===== src/rename_uarch_pkg.sv =====
// default physical register file and reorder buffer sizes of the rename stage
package rename_uarch_pkg;

  // physical register count
  // must exceed the architectural count so that free tags exist after reset
  // power of two, the free list pointers wrap on it
  localparam int default_num_pr = 64;

  // reorder buffer depth
  // one map checkpoint and one saved free list head per slot
  // power of two so that the slot index has no unused codes
  localparam int default_num_rob = 16;

endpackage


===== src/rename_arch_pkg.sv =====
// architectural register constants, register index type and zero register index
package rename_arch_pkg;

  // integer registers visible to software
  localparam int num_arch_regs = 32;

  // register index width follows from the register count
  localparam int arch_reg_w = $clog2(num_arch_regs);

  // register index as it comes out of the decoder
  typedef logic [arch_reg_w-1:0] arch_reg_t;

  // hardwired zero register
  // reads ready no matter which tag it maps to
  // dispatches that name it as destination still get a tag,
  // which keeps the old tag bookkeeping uniform
  localparam arch_reg_t zero_reg = arch_reg_t'(31);

  // map entries at reset follow the register index,
  // so tags 0 to num_arch_regs-1 start out in use

endpackage

===== src/free_list.sv =====
// free physical tag queue with allocate, release and per-slot checkpointed read pointer
`timescale 1ns/100ps

module free_list #(
  parameter int num_pr  = rename_uarch_pkg::default_num_pr,
  parameter int num_rob = rename_uarch_pkg::default_num_rob
) (
  clock,
  reset,
  allocate,
  rob_idx,
  release_en,
  retire_tag,
  rollback_en,
  rollback_idx,
  t_new,
  available
);

  localparam int tag_w    = $clog2(num_pr);
  localparam int rob_w    = $clog2(num_rob);
  localparam int ptr_w    = tag_w + 1;
  localparam int num_free = num_pr - rename_arch_pkg::num_arch_regs;

  typedef logic [tag_w-1:0] tag_t;
  typedef logic [rob_w-1:0] rob_idx_t;

  // queue index plus wrap bit
  typedef logic [ptr_w-1:0] ptr_t;

  input  logic     clock;
  input  logic     reset;
  input  logic     allocate;
  input  rob_idx_t rob_idx;
  input  logic     release_en;
  input  tag_t     retire_tag;
  input  logic     rollback_en;
  input  rob_idx_t rollback_idx;
  output tag_t     t_new;
  output logic     available;

  tag_t fifo [num_pr];
  ptr_t rd_ptr;
  ptr_t wr_ptr;
  ptr_t rd_ptr_inc;
  ptr_t count;

  // head just after each slot's allocation
  ptr_t saved_rd [num_rob];

  assign rd_ptr_inc = rd_ptr + ptr_t'(1);
  assign count      = wr_ptr - rd_ptr;
  assign available  = (count != '0);

  // head tag offered every cycle
  assign t_new = fifo[rd_ptr[tag_w-1:0]];

  // head moves on allocate, jumps back on rollback
  always_ff @(posedge clock) begin
    if (reset) begin
      rd_ptr <= '0;
    end else if (rollback_en) begin
      rd_ptr <= saved_rd[rollback_idx];
    end else if (allocate) begin
      rd_ptr <= rd_ptr_inc;
    end
  end

  // tail only grows
  // retired tags are real frees even while a rollback happens
  always_ff @(posedge clock) begin
    if (reset) begin
      wr_ptr <= ptr_t'(num_free);
    end else if (release_en) begin
      wr_ptr <= wr_ptr + ptr_t'(1);
    end
  end

  // identity checkpoints after reset go with an empty head offset
  always_ff @(posedge clock) begin
    if (reset) begin
      for (int s = 0; s < num_rob; s++) begin
        saved_rd[s] <= '0;
      end
    end else if (allocate) begin
      saved_rd[rob_idx] <= rd_ptr_inc;
    end
  end

  // tags 32 and up in order
  // slots past the tail wrap to low tags and get overwritten by releases before use
  always_ff @(posedge clock) begin
    if (reset) begin
      for (int i = 0; i < num_pr; i++) begin
        fifo[i] <= tag_t'(i + rename_arch_pkg::num_arch_regs);
      end
    end else if (release_en) begin
      fifo[wr_ptr[tag_w-1:0]] <= retire_tag;
    end
  end

  // top must gate allocate with available
  assert property (@(posedge clock) disable iff (reset) allocate |-> available)
    else $error("free_list: allocate from an empty queue");

  // every free tag already queued, a further release is a double free
  assert property (@(posedge clock) disable iff (reset)
                   release_en |-> (count != ptr_t'(num_free)))
    else $error("free_list: release into a full queue");

  // restored head must agree with the tail the rob has built since
  assert property (@(posedge clock) disable iff (reset)
                   rollback_en |=> (count <= ptr_t'(num_free)))
    else $error("free_list: rollback left more free tags than exist");

endmodule


===== config.mk =====
export PLATFORM = sky130hd
export DESIGN_NAME = free_list
export DESIGN_NICKNAME = d
export VERILOG_FILES = /design/src/rename_uarch_pkg.sv /design/src/rename_arch_pkg.sv /design/src/free_list.sv
export SDC_FILE = /design/constraint.sdc
export NUM_CORES = 1
export LEC_CHECK = 0
export BUFFER_PORTS_ARGS = -buffer_cell sky130_fd_sc_hd__buf_4
export CORE_MARGIN = 1
export CORE_UTILIZATION = 41
export DETAILED_ROUTE_END_ITERATION = 8
export MAX_ROUTING_LAYER = met4
export PLACE_DENSITY = 0.58
export REMOVE_ABC_BUFFERS = 1
export SYNTH_ARGS = -nofsm -noshare
export SYNTH_HDL_FRONTEND = slang
export SYNTH_SLANG_ARGS = --single-unit

===== constraint.sdc =====
create_clock -name clock -period 3.85 [get_ports clock]
set_input_delay 0.77 -clock clock [delete_from_list [all_inputs] [get_ports clock]]
set_output_delay 0.77 -clock clock [all_outputs]
set_load 0.05 [all_outputs]

==> out/qor.csv, run 1 <==
metric,value,unit
rows,87,
p_int,10100,uW
drtAntennaViolNets,0,
netSwitchingFraction,23.1,%
cp_data_arrival_time,2.98,ns
cp-start-kind,flip-flop,
finalSetupViolCount,0,
path_class,flip-flop to primary output,
die_y,242,microns
fin_skew,0.0345,ns
io_pins,26,
ys.flop_type,edfxtp_1,
p_per_area,494,nW/um^2
vdd.ir_drop.worst,0.000362,V
nNetsFinal,1730,
numClockSinks,516,
grt.busiest_layer,met2,
ys_seq_area_share,64.6,%
p_sw,3040,uW
critPathSlowestCell,dfxtp_1,
yosysTopAreaCellShare,62.9,%
drt_iter0_markers,1286,
hold_viol_final,0,
grt_max_degree,87,
worstHoldPathCells,2,
slew_viol_final,0,
comb_power_share,8.4,%
power_frac_clock,43.5,%
vias,14000,
drt_wl_total,60600,microns
met1_usage,28.3,%
status,finished clean,
placed_cells,2398,
hpwl,39700,microns
tightestPinTransition,1.03,ns
hold_slack,0.482,ns
hp-class,input pin to flip-flop,
numCtsBuffers,55,
slowest_delay,0.76,ns
clk_latency,0.62,ns
ys_ff_latch,516,
power_frac_seq,48.2,%
final_util,47.0,%
die_x,242,microns
r2r_cells,7,
gp_congestion,0.856,
area_growth,12.5,%
dieArea,58700,sq um
initial_core_util,41.7,%
relSlewSlack,31.1,%
grt_pass1_vias,14300,
use_met2,34.7,%
synth_cells,1708,
cts.htree.levels,2,
grtUsageTotal,21.6,%
ys.warnings.count,0,
clk_pin_slew_worst_paths,0.06,ns
worstPathCellList,nand2b_1 -> nor2_1 -> a211oi_1 -> o21ai_0 -> nand2_1 -> buf_4,
grt_pass1_wl,92000,microns
yosys-top-cells-count,"edfxtp_1, nor2_1, nand2_1, nor3_1, mux4_2",
worstPathRequired,3.08,ns
cts_root_buf,clkbuf_16,
nFillCells,4963,
syn_area,23700,sq um
setup_ws,0.103,ns
rsz0062_at_grt,false,
routed_via_density,5.60,
drv_cap,0,
syn_area_per_cell,13.9,sq um
ys_top_cells_by_area,"edfxtp_1, mux4_2, nor2_1, nand2_1, nor3_1",
yosysUniqueCellTypes,53,
yosysTopAreaCell,edfxtp_1,
place_ws,0.481,ns
cts_tree,yes,
use_met3,3.74,%
portBuffers,25,
drive_gt1_share,21.5,%
period_share,97.3,%
fmax,0.267,GHz
route.detailed.drc,0,
drtPass1Iterations,5,
core,56700,sq um
p_leak,0.00805,uW
path_max_fanout,11,
async_flop_share,0,%
diodes,0,
fin_cells,2506,
synth_most_common_cell,edfxtp_1,
fin_crit,3.75,ns
gr-total-overflow,0,
synth_edf_count,496,
cts_hold_buf,0,
clk_path_buf_depth,3,
fin_setup_tns,0,ns
antenna_found_initial,0,
wire_per_inst,24.2,microns
end_kind,primary output,
[flip-flops by register name, indices dropped and copies added, names as in the netlist, named ones only]
| name | count |
|---|---|
| wr_ptr | 7 |
| rd_ptr | 7 |
| fifo | 384 |
| saved_rd | 112 |
[layout by cell type, fill, tap and decap left out, drive strengths merged, types with 8 or more instances in the layout]
cell	count
edfxtp	496
nor2	226
nand2	197
nor3	140
mux4	126
buf	86
clkbuf	64
or2	61
or3	36
and2	34
mux2i	29
nand2b	27
clkinv	25
nand3	20
dfxtp	20
inv	16
a211oi	13
and3	11
xnor2	11
bufinv	11
mux2	10
a21oi	10
ha	8
[stage by stage]
| step | cell area (sq um) | power (uW) |
|---|---|---|
| final | 26600 | 13200 |
| after global routing | 26600 | 13500 |
| after CTS | 26600 | 13300 |
| after detailed placement | 24600 | 7560 |
| after global placement | 24600 | 7540 |
| after floorplan | 23000 | 7110 |
[critical path: cells and delay by family, from the launching register on]
kind | cells | cell delay (ns)
simple gates | 3 | 0.78
compound gates | 2 | 0.60
buf+inv | 1 | 0.22
flops | 1 | 0.76
[power groups by stage]
stage                     logic (uW)  registers [uW]  clock network [uW]
after CTS                       1110            6340                5810
after floorplan                  623            6490                   0
final                           1100            6340                5720
after detailed placement        1090            6470                   0
after global placement          1070            6470                   0
after global routing            1170            6350                6000
[metal layers]
metal,wire length [microns],vias up
met5,0,-
met4,1490,0
met3,4080,101
met2,29700,475
met1,25300,7102
li1,-,6359
[cell families (layout without fill, tap and decap cells)]
kind of cell	count (synthesis)	after routing	synth area share [%]
flip-flops	516	516	64.6
AO/OA/AOI/OAI	65	65	2.00
multiplexers	165	165	13.9
buffers and inverters	163	205	3.26
AND/OR/NAND/NOR	775	775	15.2
adder cells (fa/ha/maj)	8	8	0.423
XOR/XNOR	16	16	0.592
[final cells by class]
type / instances / area (sq um) / share of cell area, %
Sequential cell: 516 / 15300 / 57.4
Multi-Input combinational cell: 1029 / 7620 / 28.6
Clock buffer: 64 / 1450 / 5.45
Tap cell: 756 / 946 / 3.55
Timing Repair Buffer: 86 / 766 / 2.87
Clock inverter: 40 / 503 / 1.89
Inverter: 15 / 57.6 / 0.216
[timing repair]
action	4_1_cts	5_1_grt
endpoints found under the setup margin	5	6
resized for setup	1	1
setup buffers	4	0
[worst paths after layout]
| path | startpoint | endpoint | slack, ns |
|---|---|---|---|
| setup / recovery | flip-flop | t_new[1] | 0.10 |
| hold / removal | retire_tag[0] | fifo[40][0] | 0.48 |
| setup reg to reg | rd_ptr[0] | saved_rd[6][6] | 0.99 |
| hold reg to reg | wr_ptr[6] | wr_ptr[6] | 0.51 |
Note: power is estimated with default switching activity, not from simulation.
==> run 2: changes to the inputs <==
CORE_UTILIZATION = 65   (was 41)
PLACE_DENSITY = 0.84   (was 0.58)
==> run 2 against run 1 <==
The run now ends with DRC left. Count of clock-buffer cells in the layout is 14 higher. Non-clock buffer count is 17 lower. Flip-flop and latch count stayed put. Critical path type unchanged. Register-to-register slack worse by 0.21 ns. Fmax is 2.1% lower. Cell count is 13% lower. Final area is 3.0% lower. Total power is 6.0% lower. Die area is 37% lower.
==> out/qor.csv, run 2 (same netlist as run 1, synthesis figures left out) <==
metric,value,unit,change
status,finished with violations,,
clk_pin_slew_worst_paths,0.06,ns,about the same
drtAntennaViolNets,0,,unchanged
worstHoldPathCells,2,,unchanged
die_x,193,microns,-20%
drv_cap,0,,unchanged
multi_input_area,7630,sq um,+0.23%
clk_latency,0.60,ns,-0.02 ns
comb_power_share,8.6,%,+0.2 points
netSwitchingFraction,23.1,%,about the same
numCtsBuffers,50,,-9.1%
initial_core_util,66.2,%,+24 points
cts_root_buf,clkbuf_16,,
largest_register,fifo,,
fmax,0.261,GHz,-2.1%
grt_pass1_vias,14600,,+2.5%
power.total,12400,uW,-6.0%
mostFrequentLayoutCell,edfxtp_1,,
cts_tree,yes,,
power_frac_seq,51.4,%,+3.2 points
fin_skew,0.0151,ns,-0.0194 ns
nFillCells,2207,,-56%
period_share,99.4,%,+2.1 points
tightestPinTransition,1.16,ns,+0.138 ns
vdd.ir_drop.worst,0.000348,V,-3.9%
p_sw,2860,uW,-6.0%
slew_viol_final,0,,unchanged
drt_wl_total,57700,microns,-4.9%
antenna_found_initial,0,,unchanged
largestRegisters,"fifo (384), saved_rd (112)",,
worstPathRequired,3.08,ns,about the same
p_leak,0.00782,uW,-2.8%
wire_per_inst,26.4,microns,+9.1%
violations,DRC,,
clk_path_buf_depth,3,,unchanged
gr-total-overflow,0,,unchanged
rows,69,,-21%
use_met3,6.33,%,+2.6 points
most-common-layout-cells,"edfxtp_1, nor2_1, nand2_1, nor3_1, mux4_2",,
nNetsFinal,1708,,-1.3%
dieArea,37200,sq um,-37%
p_per_area,479,nW/um^2,-3.0%
hpwl,37200,microns,-6.2%
drtPass1Iterations,8,,+3
met1_usage,41.9,%,+14 points
hold_viol_final,0,,unchanged
gp_congestion,0.925,,+8.0%
area_growth,9.14,%,
r2r_cells,5,,-2
relSlewSlack,21.9,%,-9.2 points
p_int,9520,uW,-6.0%
path_class,flip-flop to primary output,,
hp-class,input pin to flip-flop,,
cts.htree.levels,2,,unchanged
numClockSinks,516,,unchanged
route.detailed.drc,4,,+4
cp-start-kind,flip-flop,,
fin_crit,3.83,ns,+0.0790 ns
die_y,193,microns,-20%
end_kind,primary output,,
rsz0062_at_grt,true,,
largest_register_ffs,384,,unchanged
grt.busiest_layer,met2,,
grt_max_degree,65,,-25%
grtUsageTotal,33.1,%,+12 points
power_frac_clock,40.0,%,-3.5 points
vias,14700,,+4.6%
drt_iter0_markers,1937,,+51%
io_pins,26,,unchanged
portBuffers,25,,unchanged
place_ws,0.645,ns,+0.164 ns
use_met2,53.4,%,+19 points
placedInstanceArea,24100,sq um,-2.0%
drive_gt1_share,20.1,%,-1.4 points
final_util,72.3,%,+25 points
routed_via_density,6.72,,+20%
fin_area,25800,sq um,-3.0%
grt_pass1_wl,87400,microns,-5.0%
finalSetupViolCount,0,,unchanged
cts_setup_buffers,0,,-4
final-seq-area,15300,sq um,about the same
cp_data_arrival_time,3.06,ns,+0.08 ns
diodes,0,,unchanged
path_max_fanout,15,,+4
core,35700,sq um,-37%
setup_ws,0.0244,ns,-0.0790 ns
## run 2: routing by layer
layer  vias to the layer above  routed length [microns]
met5                         -                        0
met4                         0                     2190
met3                       147                     5860
met2                       936                    28900
met1                      7278                    20700
li1                       6315                        -
## run 2: path summary, 6_finish.rpt
check | start | end | slack, ns
worst max register to register | wr_ptr[1] | fifo[2][0] | 0.78
worst min register to register | wr_ptr[6] | wr_ptr[6] | 0.53
worst min-delay path | retire_tag[5] | fifo[28][5] | 0.50
worst max-delay path | flip-flop | t_new[0] | 0.02
## run 2: what timing repair did
| item | in CTS | in global routing |
|---|---|---|
| resized for setup | 1 | 7 |
| cloned | 0 | 1 |
| hold buffers | 0 | 0 |
| endpoints found under the setup margin | 1 | 4 |
## run 2: critical path, cell delays in order, from the launching register on
cell and delay (ns):
dfxtp_4 0.56, buf_4 0.28, mux4_2 0.52, a211oi_1 0.54, a221o_1 0.27, nand2_1 0.08, buf_4 0.19
## run 2: through the flow
stage / hold WS [ns] / setup TNS [ns] / std cells
final: 0.495 / 0 / 2184
after global routing: 0.488 / -0.0355 / 2184
after CTS: 0.475 / 0 / 2183
after detailed placement: 0.523 / 0 / 2089
after global placement: 0.499 / 0 / 2089
after floorplan: 0.464 / -9.97 / 1560
## run 2: cell type report
type	count	share of cell area, %
repair buffers	69	2.39
inverters	15	0.218
clock inverters	16	0.605
flip-flops and latches	516	59.2
multi-input cells	1029	29.5
clock buffers	78	5.77
well taps	461	2.23
## run 2: power groups by stage
stage / combinational [uW] / sequential (uW) / clock [uW]
2_1_floorplan: 623 / 6490 / 0
3_3_place_gp: 1010 / 6460 / 0
3_5_place_dp: 1030 / 6470 / 0
4_1_cts: 1040 / 6360 / 4950
5_1_grt: 1110 / 6370 / 5160
6_report: 1070 / 6360 / 4960
==> run 3: changes to the inputs <==
CELL_PAD_IN_SITES_DETAIL_PLACEMENT = 0   (was not set)
CELL_PAD_IN_SITES_GLOBAL_PLACEMENT = 2   (was not set)
CORE_UTILIZATION = 50   (was 65)
PLACE_DENSITY = 0.87   (was 0.84)
==> run 3 against run 2 <==
The run still ends with DRC left. Wire length rose by 1.2%. Count of clock-buffer cells in the layout fell by 4. Cell count rose by 7.2%. Final area rose by 1.2%. Die area is 30% higher. Sequential share of layout area decreased by 0.73 points. Critical path depth unchanged. Worst setup slack better by 0.13 ns. First-iteration DRC count is 22% lower. Clock skew about the same. Critical path type unchanged. Largest power group unchanged.
==> out/qor.csv, run 3 (same netlist as run 1, synthesis figures left out) <==
metric,value,unit,change
cts_tree,yes,,
end_kind,primary output,,
routed_via_density,6.05,,-10%
path_max_fanout,29,,+14
vdd.ir_drop.worst,0.000372,V,+7.0%
vias,14200,,-3.6%
dieArea,48200,sq um,+30%
drtPass1Iterations,7,,-1
largest_register_ffs,384,,unchanged
hold_viol_final,0,,unchanged
p_per_area,482,nW/um^2,+0.64%
rsz0062_at_grt,false,,
cts.htree.levels,2,,unchanged
wire_per_inst,24.9,microns,-5.5%
clk_path_buf_depth,3,,unchanged
core,46700,sq um,+31%
critPathSlowestCell,dfxtp_4,,
most-common-layout-cells,"edfxtp_1, nor2_1, nand2_1, nor3_1, mux4_2",,
multi_input_area,7620,sq um,-0.18%
drt_iter0_markers,1502,,-22%
p_leak,0.00790,uW,+0.94%
fmax,0.270,GHz,+3.4%
fin_crit,3.70,ns,-0.126 ns
nNetsFinal,1715,,+0.41%
slew_viol_final,0,,unchanged
clk_latency,0.61,ns,about the same
cts_root_buf,clkbuf_16,,
numClockSinks,516,,unchanged
area_growth,10.5,%,
path_common_cell,buf_4,,
path_class,flip-flop to primary output,,
cp_data_arrival_time,2.93,ns,-0.13 ns
drt_wl_total,58400,microns,+1.2%
hp-class,input pin to flip-flop,,
nFillCells,3757,,+70%
gr-total-overflow,0,,unchanged
fin_skew,0.0147,ns,-0.000408 ns
initial_core_util,50.7,%,-15 points
drv_cap,0,,unchanged
worstPathCellList,buf_4 -> mux4_2 -> a211oi_1 -> a221o_1 -> nand2_1 -> buf_4,,
final-seq-area,15300,sq um,about the same
status,finished with violations,,
cp-start-kind,flip-flop,,
largest_register,fifo,,
place_ws,0.750,ns,+0.105 ns
violations,DRC,,
die_y,220,microns,+14%
cts_setup_buffers,0,,unchanged
numCtsBuffers,54,,+8.0%
finalSetupViolCount,0,,unchanged
worstPathRequired,3.08,ns,about the same
grt_max_degree,65,,unchanged
io_pins,26,,unchanged
largestRegisters,"fifo (384), saved_rd (112)",,
tightestPinTransition,0.930,ns,-0.233 ns
drive_gt1_share,20.5,%,+0.35 points
period_share,96.1,%,-3.3 points
route.detailed.drc,8,,+4
setup_ws,0.150,ns,+0.126 ns
portBuffers,25,,unchanged
grt_pass1_vias,14400,,-1.4%
drtAntennaViolNets,0,,unchanged
slowest_delay,0.49,ns,-0.07 ns
hold_slack,0.490,ns,-0.00534 ns
min-delay-start,retire_tag[1],,
hpwl,38400,microns,+3.3%
clk_pin_slew_worst_paths,0.06,ns,about the same
antenna_found_initial,0,,unchanged
die_x,220,microns,+14%
timing.rr.start,wr_ptr[2],,
gp_congestion,0.838,,-9.4%
grtUsageTotal,25.7,%,-7.4 points
rows,79,,+14%
relSlewSlack,37.8,%,+16 points
mostFrequentLayoutCell,edfxtp_1,,
grt_pass1_wl,88300,microns,+1.0%
run 3: cell count changes in the layout (fill, tap and decap cells not counted), moves of 2 or more:
| cell | delta |
|---|---|
| mux2i_1 | +3 |
| clkbuf_16 | +3 |
| buf_4 | +2 |
| clkbuf_8 | -3 |
| clkinvlp_4 | +2 |
| clkbuf_1 | -5 |
| a211oi_2 | -3 |
| mux2i_2 | -3 |
| a211oi_1 | +3 |
| buf_12 | +2 |
| clkinv_2 | +5 |
| clkinv_1 | +3 |
run 3: critical path: cells and delay by family (launching register included):
kind | cells | cell delay, ns
flip-flops | 1 | 0.49
AND/OR/NAND/NOR | 1 | 0.13
buffers and inverters | 2 | 0.65
multiplexers | 1 | 0.40
AO/OA/AOI/OAI | 2 | 0.64
run 3: cell type report:
| class | instances | area share (%) |
|---|---|---|
| timing repair buffer | 72 | 2.48 |
| clock inverter | 27 | 0.909 |
| multi-input combinational | 1029 | 29.1 |
| antenna | 1 | 0.00957 |
| inverter | 15 | 0.215 |
| sequential | 516 | 58.5 |
| tap | 607 | 2.90 |
| clock buffer | 74 | 5.85 |
run 3: timing repair:
item	in CTS	in global routing
gates resized for setup	0	3
hold buffers	0	0
endpoints found under the setup margin	0	1
hold endpoints to repair	0	0
run 3: final timing paths:
kind	end	slack (ns)	cells past startpoint
setup / recovery	t_new[5]	0.15	6
hold / removal	fifo[40][1]	0.49	2
setup reg to reg	fifo[36][0]	0.79	5
hold reg to reg	wr_ptr[6]	0.51	2
run 3: where the power goes:
part / leakage, uW / total (uW) / switching [uW] / internal [uW]
combinational: 0.00242 / 1070 / 676 / 390
clock: 0.000866 / 5200 / 2170 / 3040
sequential: 0.00461 / 6350 / 77.6 / 6270
run 3: routing by layer:
layer	wire length, microns	share of wire (%)	global-route usage (%)
met5	0	0	-
met1	23800	41	32.8
met4	1810	3.1	9.24
met3	3700	6.3	4.17
met2	29100	50	42.0
run 3: through the flow:
step / instance area, sq um / total power (uW) / utilization (%) / instances / setup TNS (ns)
finish: 26200 / 12600 / 56.1 / 2341 / 0
floorplan: 23000 / 7110 / - / 1560 / -9.97
CTS: 26100 / 12700 / 56.0 / 2340 / 0
detailed placement: 24400 / 7530 / 52.2 / 2239 / 0
global route: 26200 / 13000 / 56.1 / 2340 / 0
global placement: 24400 / 7510 / 52.2 / 2239 / 0
